--- config.mk ---
export PLATFORM = sky130hd
export DESIGN_NAME = aes_stream_top
export DESIGN_NICKNAME = d
export VERILOG_FILES = /design/src/aes_stream_pkg.sv /design/src/aes_stream_top.sv /design/src/axis_block_sender.sv /design/src/block_xor_engine.sv /design/src/axis_block_packer.sv /design/src/block_ram.sv
export SDC_FILE = /design/constraint.sdc
export NUM_CORES = 2
export LEC_CHECK = 0
export BUFFER_PORTS_ARGS = -buffer_cell sky130_fd_sc_hd__buf_2
export CAP_MARGIN = 0
export CORE_MARGIN = 3
export CORE_UTILIZATION = 25
export DETAILED_ROUTE_END_ITERATION = 6
export SLEW_MARGIN = 25
export SYNTH_ARGS = -nofsm -noshare
export SYNTH_HDL_FRONTEND = slang
export SYNTH_HIERARCHICAL = 1
export SYNTH_SLANG_ARGS = --single-unit
--- constraint.sdc ---
create_clock -name s00_axis_aclk -period 10.5 [get_ports s00_axis_aclk]
set_input_delay 0.525 -clock s00_axis_aclk [delete_from_list [all_inputs] [get_ports s00_axis_aclk]]
set_output_delay 0.525 -clock s00_axis_aclk [all_outputs]
set_load 0.01 [all_outputs]
--- src/aes_stream_pkg.sv ---
`default_nettype none

package aes_stream_pkg;

        // ==================================================
        // Stream and block geometry
        // ==================================================
        localparam int word_width      = 32;
        localparam int words_per_block = 4;
        localparam int block_width     = word_width * words_per_block;

        // Buffer depth in blocks, same for both RAMs
        localparam int max_blocks = 16;
        localparam int addr_width = $clog2(max_blocks);

        // ==================================================
        // Types
        // ==================================================
        typedef logic [word_width-1:0]              word_t;
        typedef logic [block_width-1:0]             block_t;
        typedef logic [addr_width-1:0]              addr_t;
        // One extra bit so a full buffer (16) fits
        typedef logic [addr_width:0]                count_t;
        typedef logic [$clog2(words_per_block)-1:0] word_idx_t;

        // Frame sequencing in the top level
        typedef enum logic [1:0] {
                st_idle,
                st_receive,
                st_process,
                st_send
        } ctrl_state_t;

endpackage

`default_nettype wire
--- src/aes_stream_top.sv ---
`default_nettype none

module aes_stream_top (
        input  wire                        s00_axis_aclk,
        input  wire                        rst_n,
        input  wire aes_stream_pkg::word_t s00_axis_tdata,
        input  wire                        s00_axis_tvalid,
        input  wire                        s00_axis_tlast,
        output logic                       s00_axis_tready,
        output aes_stream_pkg::word_t      m00_axis_tdata,
        output logic                       m00_axis_tvalid,
        output logic                       m00_axis_tlast,
        input  wire                        m00_axis_tready
);

        import aes_stream_pkg::*;

        ctrl_state_t state;

        logic   recv_en;
        logic   frame_done;
        logic   eng_start;
        logic   eng_done;
        logic   send_start;
        logic   send_done;
        word_t  cmd;
        count_t blk_count;

        // Input RAM side
        addr_t  pk_wr_addr;
        block_t pk_wr_data;
        logic   in_we;
        addr_t  eng_rd_addr;
        addr_t  in_addr;
        block_t in_rd_data;

        // Output RAM side
        addr_t  eng_wr_addr;
        block_t eng_wr_data;
        logic   out_we;
        addr_t  snd_rd_addr;
        addr_t  out_addr;
        block_t out_rd_data;

        // ==================================================
        // Control FSM
        // ==================================================
        always_ff @(posedge s00_axis_aclk or negedge rst_n) begin
                if (!rst_n) begin
                        state <= st_idle;
                end else begin
                        case (state)
                                st_idle:    if (s00_axis_tvalid) state <= st_receive;
                                st_receive: if (frame_done) state <= st_process;
                                st_process: if (eng_done) state <= st_send;
                                st_send:    if (send_done) state <= st_idle;
                                default:    state <= st_idle;
                        endcase
                end
        end

        assign recv_en    = (state == st_receive);
        assign eng_start  = recv_en && frame_done;
        assign send_start = (state == st_process) && eng_done;

        // One address port per RAM, owner picked by state
        assign in_addr  = (state == st_process) ? eng_rd_addr : pk_wr_addr;
        assign out_addr = (state == st_send) ? snd_rd_addr : eng_wr_addr;

        // ==================================================
        // Datapath
        // ==================================================
        axis_block_packer packer_inst (
                .s00_axis_aclk (s00_axis_aclk),
                .rst_n         (rst_n),
                .recv_en       (recv_en),
                .tdata         (s00_axis_tdata),
                .tvalid        (s00_axis_tvalid),
                .tlast         (s00_axis_tlast),
                .tready        (s00_axis_tready),
                .cmd           (cmd),
                .blk_count     (blk_count),
                .frame_done    (frame_done),
                .wr_addr       (pk_wr_addr),
                .wr_data       (pk_wr_data),
                .wr_en         (in_we)
        );

        block_ram #(
                .data_width (block_width),
                .depth      (max_blocks)
        ) in_ram (
                .s00_axis_aclk (s00_axis_aclk),
                .addr          (in_addr),
                .wr_data       (pk_wr_data),
                .wr_en         (in_we),
                .rd_data       (in_rd_data)
        );

        block_xor_engine engine_inst (
                .s00_axis_aclk (s00_axis_aclk),
                .rst_n         (rst_n),
                .start         (eng_start),
                .cmd           (cmd),
                .blk_count     (blk_count),
                .rd_addr       (eng_rd_addr),
                .rd_data       (in_rd_data),
                .wr_addr       (eng_wr_addr),
                .wr_data       (eng_wr_data),
                .wr_en         (out_we),
                .done          (eng_done)
        );

        block_ram #(
                .data_width (block_width),
                .depth      (max_blocks)
        ) out_ram (
                .s00_axis_aclk (s00_axis_aclk),
                .addr          (out_addr),
                .wr_data       (eng_wr_data),
                .wr_en         (out_we),
                .rd_data       (out_rd_data)
        );

        axis_block_sender sender_inst (
                .s00_axis_aclk (s00_axis_aclk),
                .rst_n         (rst_n),
                .start         (send_start),
                .blk_count     (blk_count),
                .rd_addr       (snd_rd_addr),
                .rd_data       (out_rd_data),
                .tdata         (m00_axis_tdata),
                .tvalid        (m00_axis_tvalid),
                .tlast         (m00_axis_tlast),
                .tready        (m00_axis_tready),
                .done          (send_done)
        );

endmodule

`default_nettype wire

--- src/axis_block_sender.sv ---
`default_nettype none

module axis_block_sender (
        input  wire                     s00_axis_aclk,
        input  wire                     rst_n,
        input  wire                     start,
        input  wire aes_stream_pkg::count_t blk_count,
        output aes_stream_pkg::addr_t   rd_addr,
        input  wire aes_stream_pkg::block_t rd_data,
        output aes_stream_pkg::word_t   tdata,
        output logic                    tvalid,
        output logic                    tlast,
        input  wire                     tready,
        output logic                    done
);

        import aes_stream_pkg::*;

        typedef enum logic [1:0] {
                snd_idle,
                snd_fetch,
                snd_load,
                snd_send
        } snd_state_t;

        snd_state_t state;
        block_t     blk;
        word_idx_t  word_idx;
        count_t     blk_idx;
        logic       accept;
        logic       blk_end;

        // Most significant word goes out first
        assign tdata   = blk[block_width-1 -: word_width];
        assign accept  = tvalid && tready;
        assign blk_end = (word_idx == word_idx_t'(words_per_block - 1));
        assign tlast   = tvalid && blk_end && (blk_idx == blk_count - 1'b1);

        // ==================================================
        // Fetch, then send with next block prefetched
        // ==================================================
        always_ff @(posedge s00_axis_aclk or negedge rst_n) begin
                if (!rst_n) begin
                        state    <= snd_idle;
                        rd_addr  <= '0;
                        word_idx <= '0;
                        blk_idx  <= '0;
                        tvalid   <= 1'b0;
                        done     <= 1'b0;
                end else begin
                        done <= 1'b0;
                        case (state)
                                snd_idle: begin
                                        if (start) begin
                                                rd_addr <= '0;
                                                state   <= snd_fetch;
                                        end
                                end
                                snd_fetch: begin
                                        // Output RAM is ours from here on
                                        state <= snd_load;
                                end
                                snd_load: begin
                                        tvalid  <= 1'b1;
                                        rd_addr <= rd_addr + 1'b1;
                                        state   <= snd_send;
                                end
                                snd_send: begin
                                        if (accept) begin
                                                word_idx <= word_idx + 1'b1;
                                                if (tlast) begin
                                                        tvalid   <= 1'b0;
                                                        done     <= 1'b1;
                                                        rd_addr  <= '0;
                                                        blk_idx  <= '0;
                                                        word_idx <= '0;
                                                        state    <= snd_idle;
                                                end else if (blk_end) begin
                                                        rd_addr <= rd_addr + 1'b1;
                                                        blk_idx <= blk_idx + 1'b1;
                                                end
                                        end
                                end
                                default: begin
                                        state <= snd_idle;
                                end
                        endcase
                end
        end

        // Block register shifts up one word per accepted transfer
        always_ff @(posedge s00_axis_aclk) begin
                if (state == snd_load) begin
                        blk <= rd_data;
                end else if (state == snd_send && accept) begin
                        if (blk_end) begin
                                blk <= rd_data;
                        end else begin
                                blk <= blk << word_width;
                        end
                end
        end

endmodule

`default_nettype wire

--- src/block_xor_engine.sv ---
`default_nettype none

module block_xor_engine (
        input  wire                     s00_axis_aclk,
        input  wire                     rst_n,
        input  wire                     start,
        input  wire aes_stream_pkg::word_t  cmd,
        input  wire aes_stream_pkg::count_t blk_count,
        output aes_stream_pkg::addr_t   rd_addr,
        input  wire aes_stream_pkg::block_t rd_data,
        output aes_stream_pkg::addr_t   wr_addr,
        output aes_stream_pkg::block_t  wr_data,
        output logic                    wr_en,
        output logic                    done
);

        import aes_stream_pkg::*;

        typedef enum logic [1:0] {
                eng_idle,
                eng_read,
                eng_write
        } eng_state_t;

        eng_state_t state;
        logic       last_blk;

        assign last_blk = (count_t'(rd_addr) == blk_count - 1'b1);

        // Result goes back to the same slot in the output RAM
        assign wr_addr = rd_addr;
        assign wr_en   = (state == eng_write);
        assign wr_data = rd_data ^ {words_per_block{cmd}};

        // ==================================================
        // Two cycles per block: address, then write
        // ==================================================
        always_ff @(posedge s00_axis_aclk or negedge rst_n) begin
                if (!rst_n) begin
                        state   <= eng_idle;
                        rd_addr <= '0;
                        done    <= 1'b0;
                end else begin
                        done <= 1'b0;
                        case (state)
                                eng_idle: begin
                                        if (start) begin
                                                rd_addr <= '0;
                                                state   <= eng_read;
                                        end
                                end
                                eng_read: begin
                                        // RAM samples rd_addr on this edge
                                        state <= eng_write;
                                end
                                eng_write: begin
                                        if (last_blk) begin
                                                done    <= 1'b1;
                                                rd_addr <= '0;
                                                state   <= eng_idle;
                                        end else begin
                                                rd_addr <= rd_addr + 1'b1;
                                                state   <= eng_read;
                                        end
                                end
                                default: begin
                                        state <= eng_idle;
                                end
                        endcase
                end
        end

endmodule

`default_nettype wire

--- src/axis_block_packer.sv ---
`default_nettype none

module axis_block_packer (
        input  wire                     s00_axis_aclk,
        input  wire                     rst_n,
        input  wire                     recv_en,
        input  wire aes_stream_pkg::word_t tdata,
        input  wire                     tvalid,
        input  wire                     tlast,
        output logic                    tready,
        output aes_stream_pkg::word_t   cmd,
        output aes_stream_pkg::count_t  blk_count,
        output logic                    frame_done,
        output aes_stream_pkg::addr_t   wr_addr,
        output aes_stream_pkg::block_t  wr_data,
        output logic                    wr_en
);

        import aes_stream_pkg::*;

        logic      hold;
        logic      have_cmd;
        logic      accept;
        word_idx_t word_idx;
        count_t    blk_cnt;

        // Ready is dropped from frame end until recv_en goes low again
        assign tready = recv_en && !hold;
        assign accept = tvalid && tready;

        // ==================================================
        // Command capture and block count
        // ==================================================
        always_ff @(posedge s00_axis_aclk or negedge rst_n) begin
                if (!rst_n) begin
                        hold       <= 1'b0;
                        have_cmd   <= 1'b0;
                        word_idx   <= '0;
                        blk_cnt    <= '0;
                        blk_count  <= '0;
                        frame_done <= 1'b0;
                        wr_en      <= 1'b0;
                        wr_addr    <= '0;
                end else begin
                        frame_done <= 1'b0;
                        wr_en      <= 1'b0;
                        if (!recv_en) begin
                                hold <= 1'b0;
                        end
                        if (accept && !have_cmd) begin
                                have_cmd <= 1'b1;
                        end else if (accept) begin
                                word_idx <= word_idx + 1'b1;
                                if (word_idx == word_idx_t'(words_per_block - 1)) begin
                                        // Block complete, written next cycle
                                        wr_en   <= 1'b1;
                                        wr_addr <= addr_t'(blk_cnt);
                                        blk_cnt <= blk_cnt + 1'b1;
                                        if (tlast || blk_cnt == count_t'(max_blocks - 1)) begin
                                                frame_done <= 1'b1;
                                                blk_count  <= blk_cnt + 1'b1;
                                                blk_cnt    <= '0;
                                                have_cmd   <= 1'b0;
                                                hold       <= 1'b1;
                                        end
                                end
                        end
                end
        end

        // ==================================================
        // Payload path
        // ==================================================
        // First word in the block ends up as the top word
        always_ff @(posedge s00_axis_aclk) begin
                if (accept && !have_cmd) begin
                        cmd <= tdata;
                end
                if (accept && have_cmd) begin
                        wr_data <= {wr_data[block_width-word_width-1:0], tdata};
                end
        end

endmodule

`default_nettype wire

--- src/block_ram.sv ---
`default_nettype none

module block_ram #(
        parameter int data_width = 128,
        parameter int depth      = 16
) (
        input  wire                          s00_axis_aclk,
        input  wire  [$clog2(depth)-1:0]     addr,
        input  wire  [data_width-1:0]        wr_data,
        input  wire                          wr_en,
        output logic [data_width-1:0]        rd_data
);

        logic [data_width-1:0] mem [depth];

        // Single port, read returns the old entry on a write cycle
        always_ff @(posedge s00_axis_aclk) begin
                if (wr_en) begin
                        mem[addr] <= wr_data;
                end
                rd_data <= mem[addr];
        end

endmodule

`default_nettype wire

# After elaboration in Yosys (flattened, before gate mapping)
# Memories as Yosys holds them, arrays and structs flattened. A register that Yosys moved wholly into a read port is not among the register bits.
# Index checks and enable logic that the tools add are counted.
# totals
elab_cells	146
ramBits	4096
latch_bits	0
mem_bits_ro	0
output_inout_bits	35
input_bits	37
mem_count	2
register_bits	332
# mem_list
name	depth	word_bits	rd	rd_clocked_by_memory_dff	wr	line_no	source
in_ram.mem	16	128	1	1	1	block_ram.sv:14	logic [data_width-1:0] mem [depth];
out_ram.mem	16	128	1	1	1	block_ram.sv:14	
# classes
n_reduce_logical	35
eq_ne	22
n_mul	0
n_bitwise	2
shift	0
n_mux	57
add_sub_neg	7
div_mod_pow	0
n_lt_le_gt_ge	0
# op_table
op	count
$mux 128	3
$xor 128x128->128	1
$mux 4	8
$mux 1	28
$mux 2	9
$pmux 2 s4	2
$mux 5	3
$reduce_and 3->1	5
$eq 2x2->1 const B	7
$reduce_bool 2->1	7
$pmux 4 s3	1
$reduce_and 4->1	3
$add 5x1->5 const B	2
$logic_and 1x1->1	10
$ne 2x2->1 const B	5
$add 4x1->4 const B	2
$pmux 4 s2	1
$eq 2x1->1 const B	3
$logic_not 2->1	3
$ne 2x1->1 const B	3
$pmux 2 s3	1
$reduce_and 2->1	3
$eq 4x5->1	1
$eq 5x4->1 const B	1
other kinds (9)	11

# Depth between registers and ports, before layout
# depth
ltp_word	6
ltp_mapped	10
mapped_depth_nobuf	8

# Modules after synthesis
# Netlist, hierarchy kept.
# by_module_without_submodules
mod	cells_each	seq_area_each_um2	area_per_inst_um2	instances
block_ram	3271	64061.4	79124.6	2
axis_block_sender	423	4219.0	6535.0	1
axis_block_packer	227	5305.1	5679.2	1
block_xor_engine	171	175.2	1581.5	1
aes_stream_top	27	50.0	300.3	1

# Least setup slack after synthesis
# No wires, ideal clock.
# synth_path
path_type	register to register
from	register state[0] (netlist name)
to	memory in_ram.mem[0][0], enable pin
setup_time_ns	0.772
n_path_buf	1
slack_ns	-0.745
arrival_ns	10.473
required_time_ns	9.728
path_stages_with_launch	7
synth_period_minus_slack_ns	11.245
path_cell_list	dfrtp_1 inv_1 ha_1 clkbuf_1 mux2_1 or3b_2 nor3_1
# synth_rtl
item	line_no
end, declared	block_ram.sv:14

==> results.sh <==
export IMPL_status="finished clean"
export IMPL_path_clk_slew_ns=0.06
export IMPL_clockBufferDepth=4
export IMPL_htreeDepth=5
export IMPL_setup_viol=0
export IMPL_worstHoldPathType="in2reg"
export IMPL_yosysWarnings=6
export IMPL_leakagePower_uw=0.0598
export IMPL_antenna_found_initial=16
export IMPL_drv_slew=0
export IMPL_hold_viol=0
export IMPL_synth_enable_flop_cells=4384
export IMPL_grt_pass1_wl_um=586000
export IMPL_use_met3=0.0189
export IMPL_cts_setup_buffers=0
export IMPL_grtUsageTotal=0.113
export IMPL_drive_gt1_frac=0.266
export IMPL_power_density_mw_per_mm2=190
export IMPL_dp_hpwl_um=207000
export IMPL_routed_wl_um=410000
export IMPL_drt_first_iter_violations=8068
export IMPL_startpoint_type="register"
export IMPL_clk_latency_ns=0.97
export IMPL_synth_seq_cells=4684
export IMPL_whs_ns=0.0526
export IMPL_avgSynthCellArea_um2=23.3
export IMPL_worst_slack_ns=5.24
export IMPL_num_vias=76900
export IMPL_ios=72
export IMPL_cts_tree="done"
export IMPL_fin_crit_ns=5.26
export IMPL_crit_buf_inv=4
export IMPL_clock_sinks=4684
export IMPL_drc_errors=0
export IMPL_netlist_instances=7390
export IMPL_die_area_mm2=0.699
export IMPL_path_cells="inv_1 > ha_1 > mux2_8 > buf_12 > nand2_1 > nor2_4 > buf_4 > buf_12"
export IMPL_grt_use_met1=0.146
export IMPL_die_w_um=836
export IMPL_cp_end_kind="register"
export IMPL_max_stage_delay_ns=0.72
export IMPL_synth_most_common_cell="edfxtp_1"
export IMPL_cts_buffers=430
export IMPL_fin_crit_sh=0.501
export IMPL_crit_family="buffers and inverters"
export IMPL_clock_skew_ns=0.0552
export IMPL_die_height_um=836
export IMPL_reg2reg_to="in_ram/mem[15][73]"
export IMPL_synthTopCellsByArea="edfxtp_1 (76%), mux4_2 (13%), dfxtp_1 (3.0%)"
export IMPL_nets=7787
export IMPL_netlist_top_cells_count="edfxtp_1 (4384), mux4_2 (984), a22oi_1 (514), nand2_1 (275), dfxtp_1 (256)"
export IMPL_via_per_inst=4.45
export IMPL_routedWlPerCell_um=23.7
export IMPL_clock_root_buffer="clkbuf_16"
export IMPL_maxCapViolations=0
export IMPL_utilization=0.291
export IMPL_worstMarginPinSlew_ns=1.08
export IMPL_cp_common_cell="buf_12"
export IMPL_worst_r2r_setup_slack_ns=5.24
export IMPL_cp_arrival_ns=5.80
export IMPL_dr_pass1_iters=7
export IMPL_async_flop_share=0.00939
export IMPL_fmax_ghz=0.190
export IMPL_synth_cell_types=70
export IMPL_grt_max_degree=114
export IMPL_rsz0062_at_grt="false"
export IMPL_fill_cells=66100
export IMPL_grt_remaining_overflow=0
export IMPL_antenna_left=0
export IMPL_synth_ff_type="edfxtp_1"
export IMPL_gp_congestion=0.712
export IMPL_hp_start="s00_axis_tdata[7]"
export IMPL_path_max_fanout=94
export IMPL_r2r_start="state[0]"
export IMPL_relSlewSlack=0.280
export IMPL_synth_nets=7446
export IMPL_start_util=0.251
export IMPL_synth_area_leader_cell="edfxtp_1"
export IMPL_core_area_mm2=0.686
export IMPL_synth_area_mm2=0.172
export IMPL_place_ws_ns=5.12
export IMPL_crit_type="reg2reg"
export IMPL_portBuffers=71
export IMPL_yosysSeqAreaShare=0.800
export IMPL_rows=304
export IMPL_min_to="packer_inst/cmd[7]"
export IMPL_synth_top_area_frac=0.764
export IMPL_vdd_drop_max_v=0.000254
export IMPL_globalRoute_busiestLayer="met2"
export IMPL_syn_to_final_growth_pct=16.0
export IMPL_min_path_cells=1
export IMPL_grt_pass1_vias=79500
export IMPL_required_ns=11.04
export IMPL_r2r_cells=8
export IMPL_use_met2=0.194
export IMPL_worst_path_max_delay_cell="buf_4"
## cell type report
class                   count  area, µm²  area share
clock inverters           229       2720      0.0136
inverters                  20       75.1    0.000376
diodes                      8       20.0    0.000100
well taps                9180      11500      0.0575
flip-flops and latches   4684     138000       0.690
clock buffers             567      11800      0.0589
repair buffers            307       2880      0.0144
multi-input cells        2288      33100       0.165
## cell usage in the layout (no fill, tap or decap), types with 8 or more instances in the layout
cell	count
mux2_2	103
edfxtp_1	4384
clkinv_2	77
xor2_1	73
inv_6	9
buf_4	152
diode_2	8
ha_1	19
mux4_1	40
inv_1	19
clkinvlp_4	24
nand3_1	13
buf_12	45
dfxtp_1	256
clkbuf_1	94
o21ai_0	13
dfrtp_1	44
dlygate4sd3_1	35
clkbuf_16	437
nor2b_1	36
bufinv_16	53
xor2_2	59
buf_2	70
mux4_2	984
nand2_1	275
nand2b_1	10
a22oi_1	514
clkbuf_8	36
clkinv_1	47
nor2_4	29
## repair_timing
item | 4_1_cts | 5_1_grt
gates resized for setup | 0 | 0
endpoints found under the hold margin | 110 | 0
hold buffers | 35 | 0
## layer usage
metal	routed length [µm]	share of wire
met5	21	0.000051
met4	12400	0.030
met2	204000	0.50
met1	166000	0.41
met3	26300	0.064
## through the flow
stage / cells / cell area [µm²] / TNS (ns) / power [µW]
finish: 17300 / 200000 / 0 / 38100
detailed placement: 16400 / 185000 / 0 / 22500
global placement: 16400 / 185000 / 0 / 22500
CTS: 17300 / 200000 / 0 / 38500
global route: 17300 / 200000 / 0 / 39300
floorplan: 7390 / 172000 / -283.97 / 21800
## registers in the layout (all words and copies together), names as in the netlist, 2 cells and up
signal and count:
packer_inst/blk_cnt 5, state 2, sender_inst/word_idx 2, out_ram/mem 2048
out_ram/rd_data 128, packer_inst/wr_addr 4, packer_inst/blk_count 5, packer_inst/cmd 32
packer_inst/word_idx 2, sender_inst/blk_idx 5, in_ram/mem 2048, packer_inst/wr_data 128
sender_inst/rd_addr 4, engine_inst/rd_addr 4, engine_inst/state 2, sender_inst/state 2
sender_inst/blk 128, in_ram/rd_data 128
## how the worst max path moves through the flow
stage | start | end | slack (ns) | cells after the start
after floorplan | state[0] | in_ram/mem[12][0] | -0.74 | 8
after global placement | state[0] | in_ram/mem[15][105] | 5.19 | 8
after detailed placement | state[0] | in_ram/mem[15][105] | 5.12 | 8
after CTS | state[0] | in_ram/mem[15][115] | 5.09 | 8
after global routing | state[0] | in_ram/mem[15][41] | 4.85 | 8
final | state[0] | in_ram/mem[15][73] | 5.24 | 8
## power by group
part           switching (µW)  internal, µW
Combinational             902           431
Sequential                152         20600
Clock                    6780          9230
## cell families (layout without fill, tap and decap cells)
| kind of cell | after synthesis | count (layout) | share of synthesized area |
|---|---|---|---|
| AO/OA/AOI/OAI | 553 | 553 | 0.0242 |
| other | 0 | 8 | 0 |
| buffers and inverters | 418 | 1123 | 0.0132 |
| XOR/XNOR | 142 | 142 | 0.00726 |
| multiplexers | 1146 | 1146 | 0.143 |
| adder cells (fa/ha/maj) | 19 | 19 | 0.00138 |
| AND/OR/NAND/NOR | 428 | 428 | 0.0113 |
| flip-flops | 4684 | 4684 | 0.800 |
Note: power is estimated with default switching activity, not from simulation.
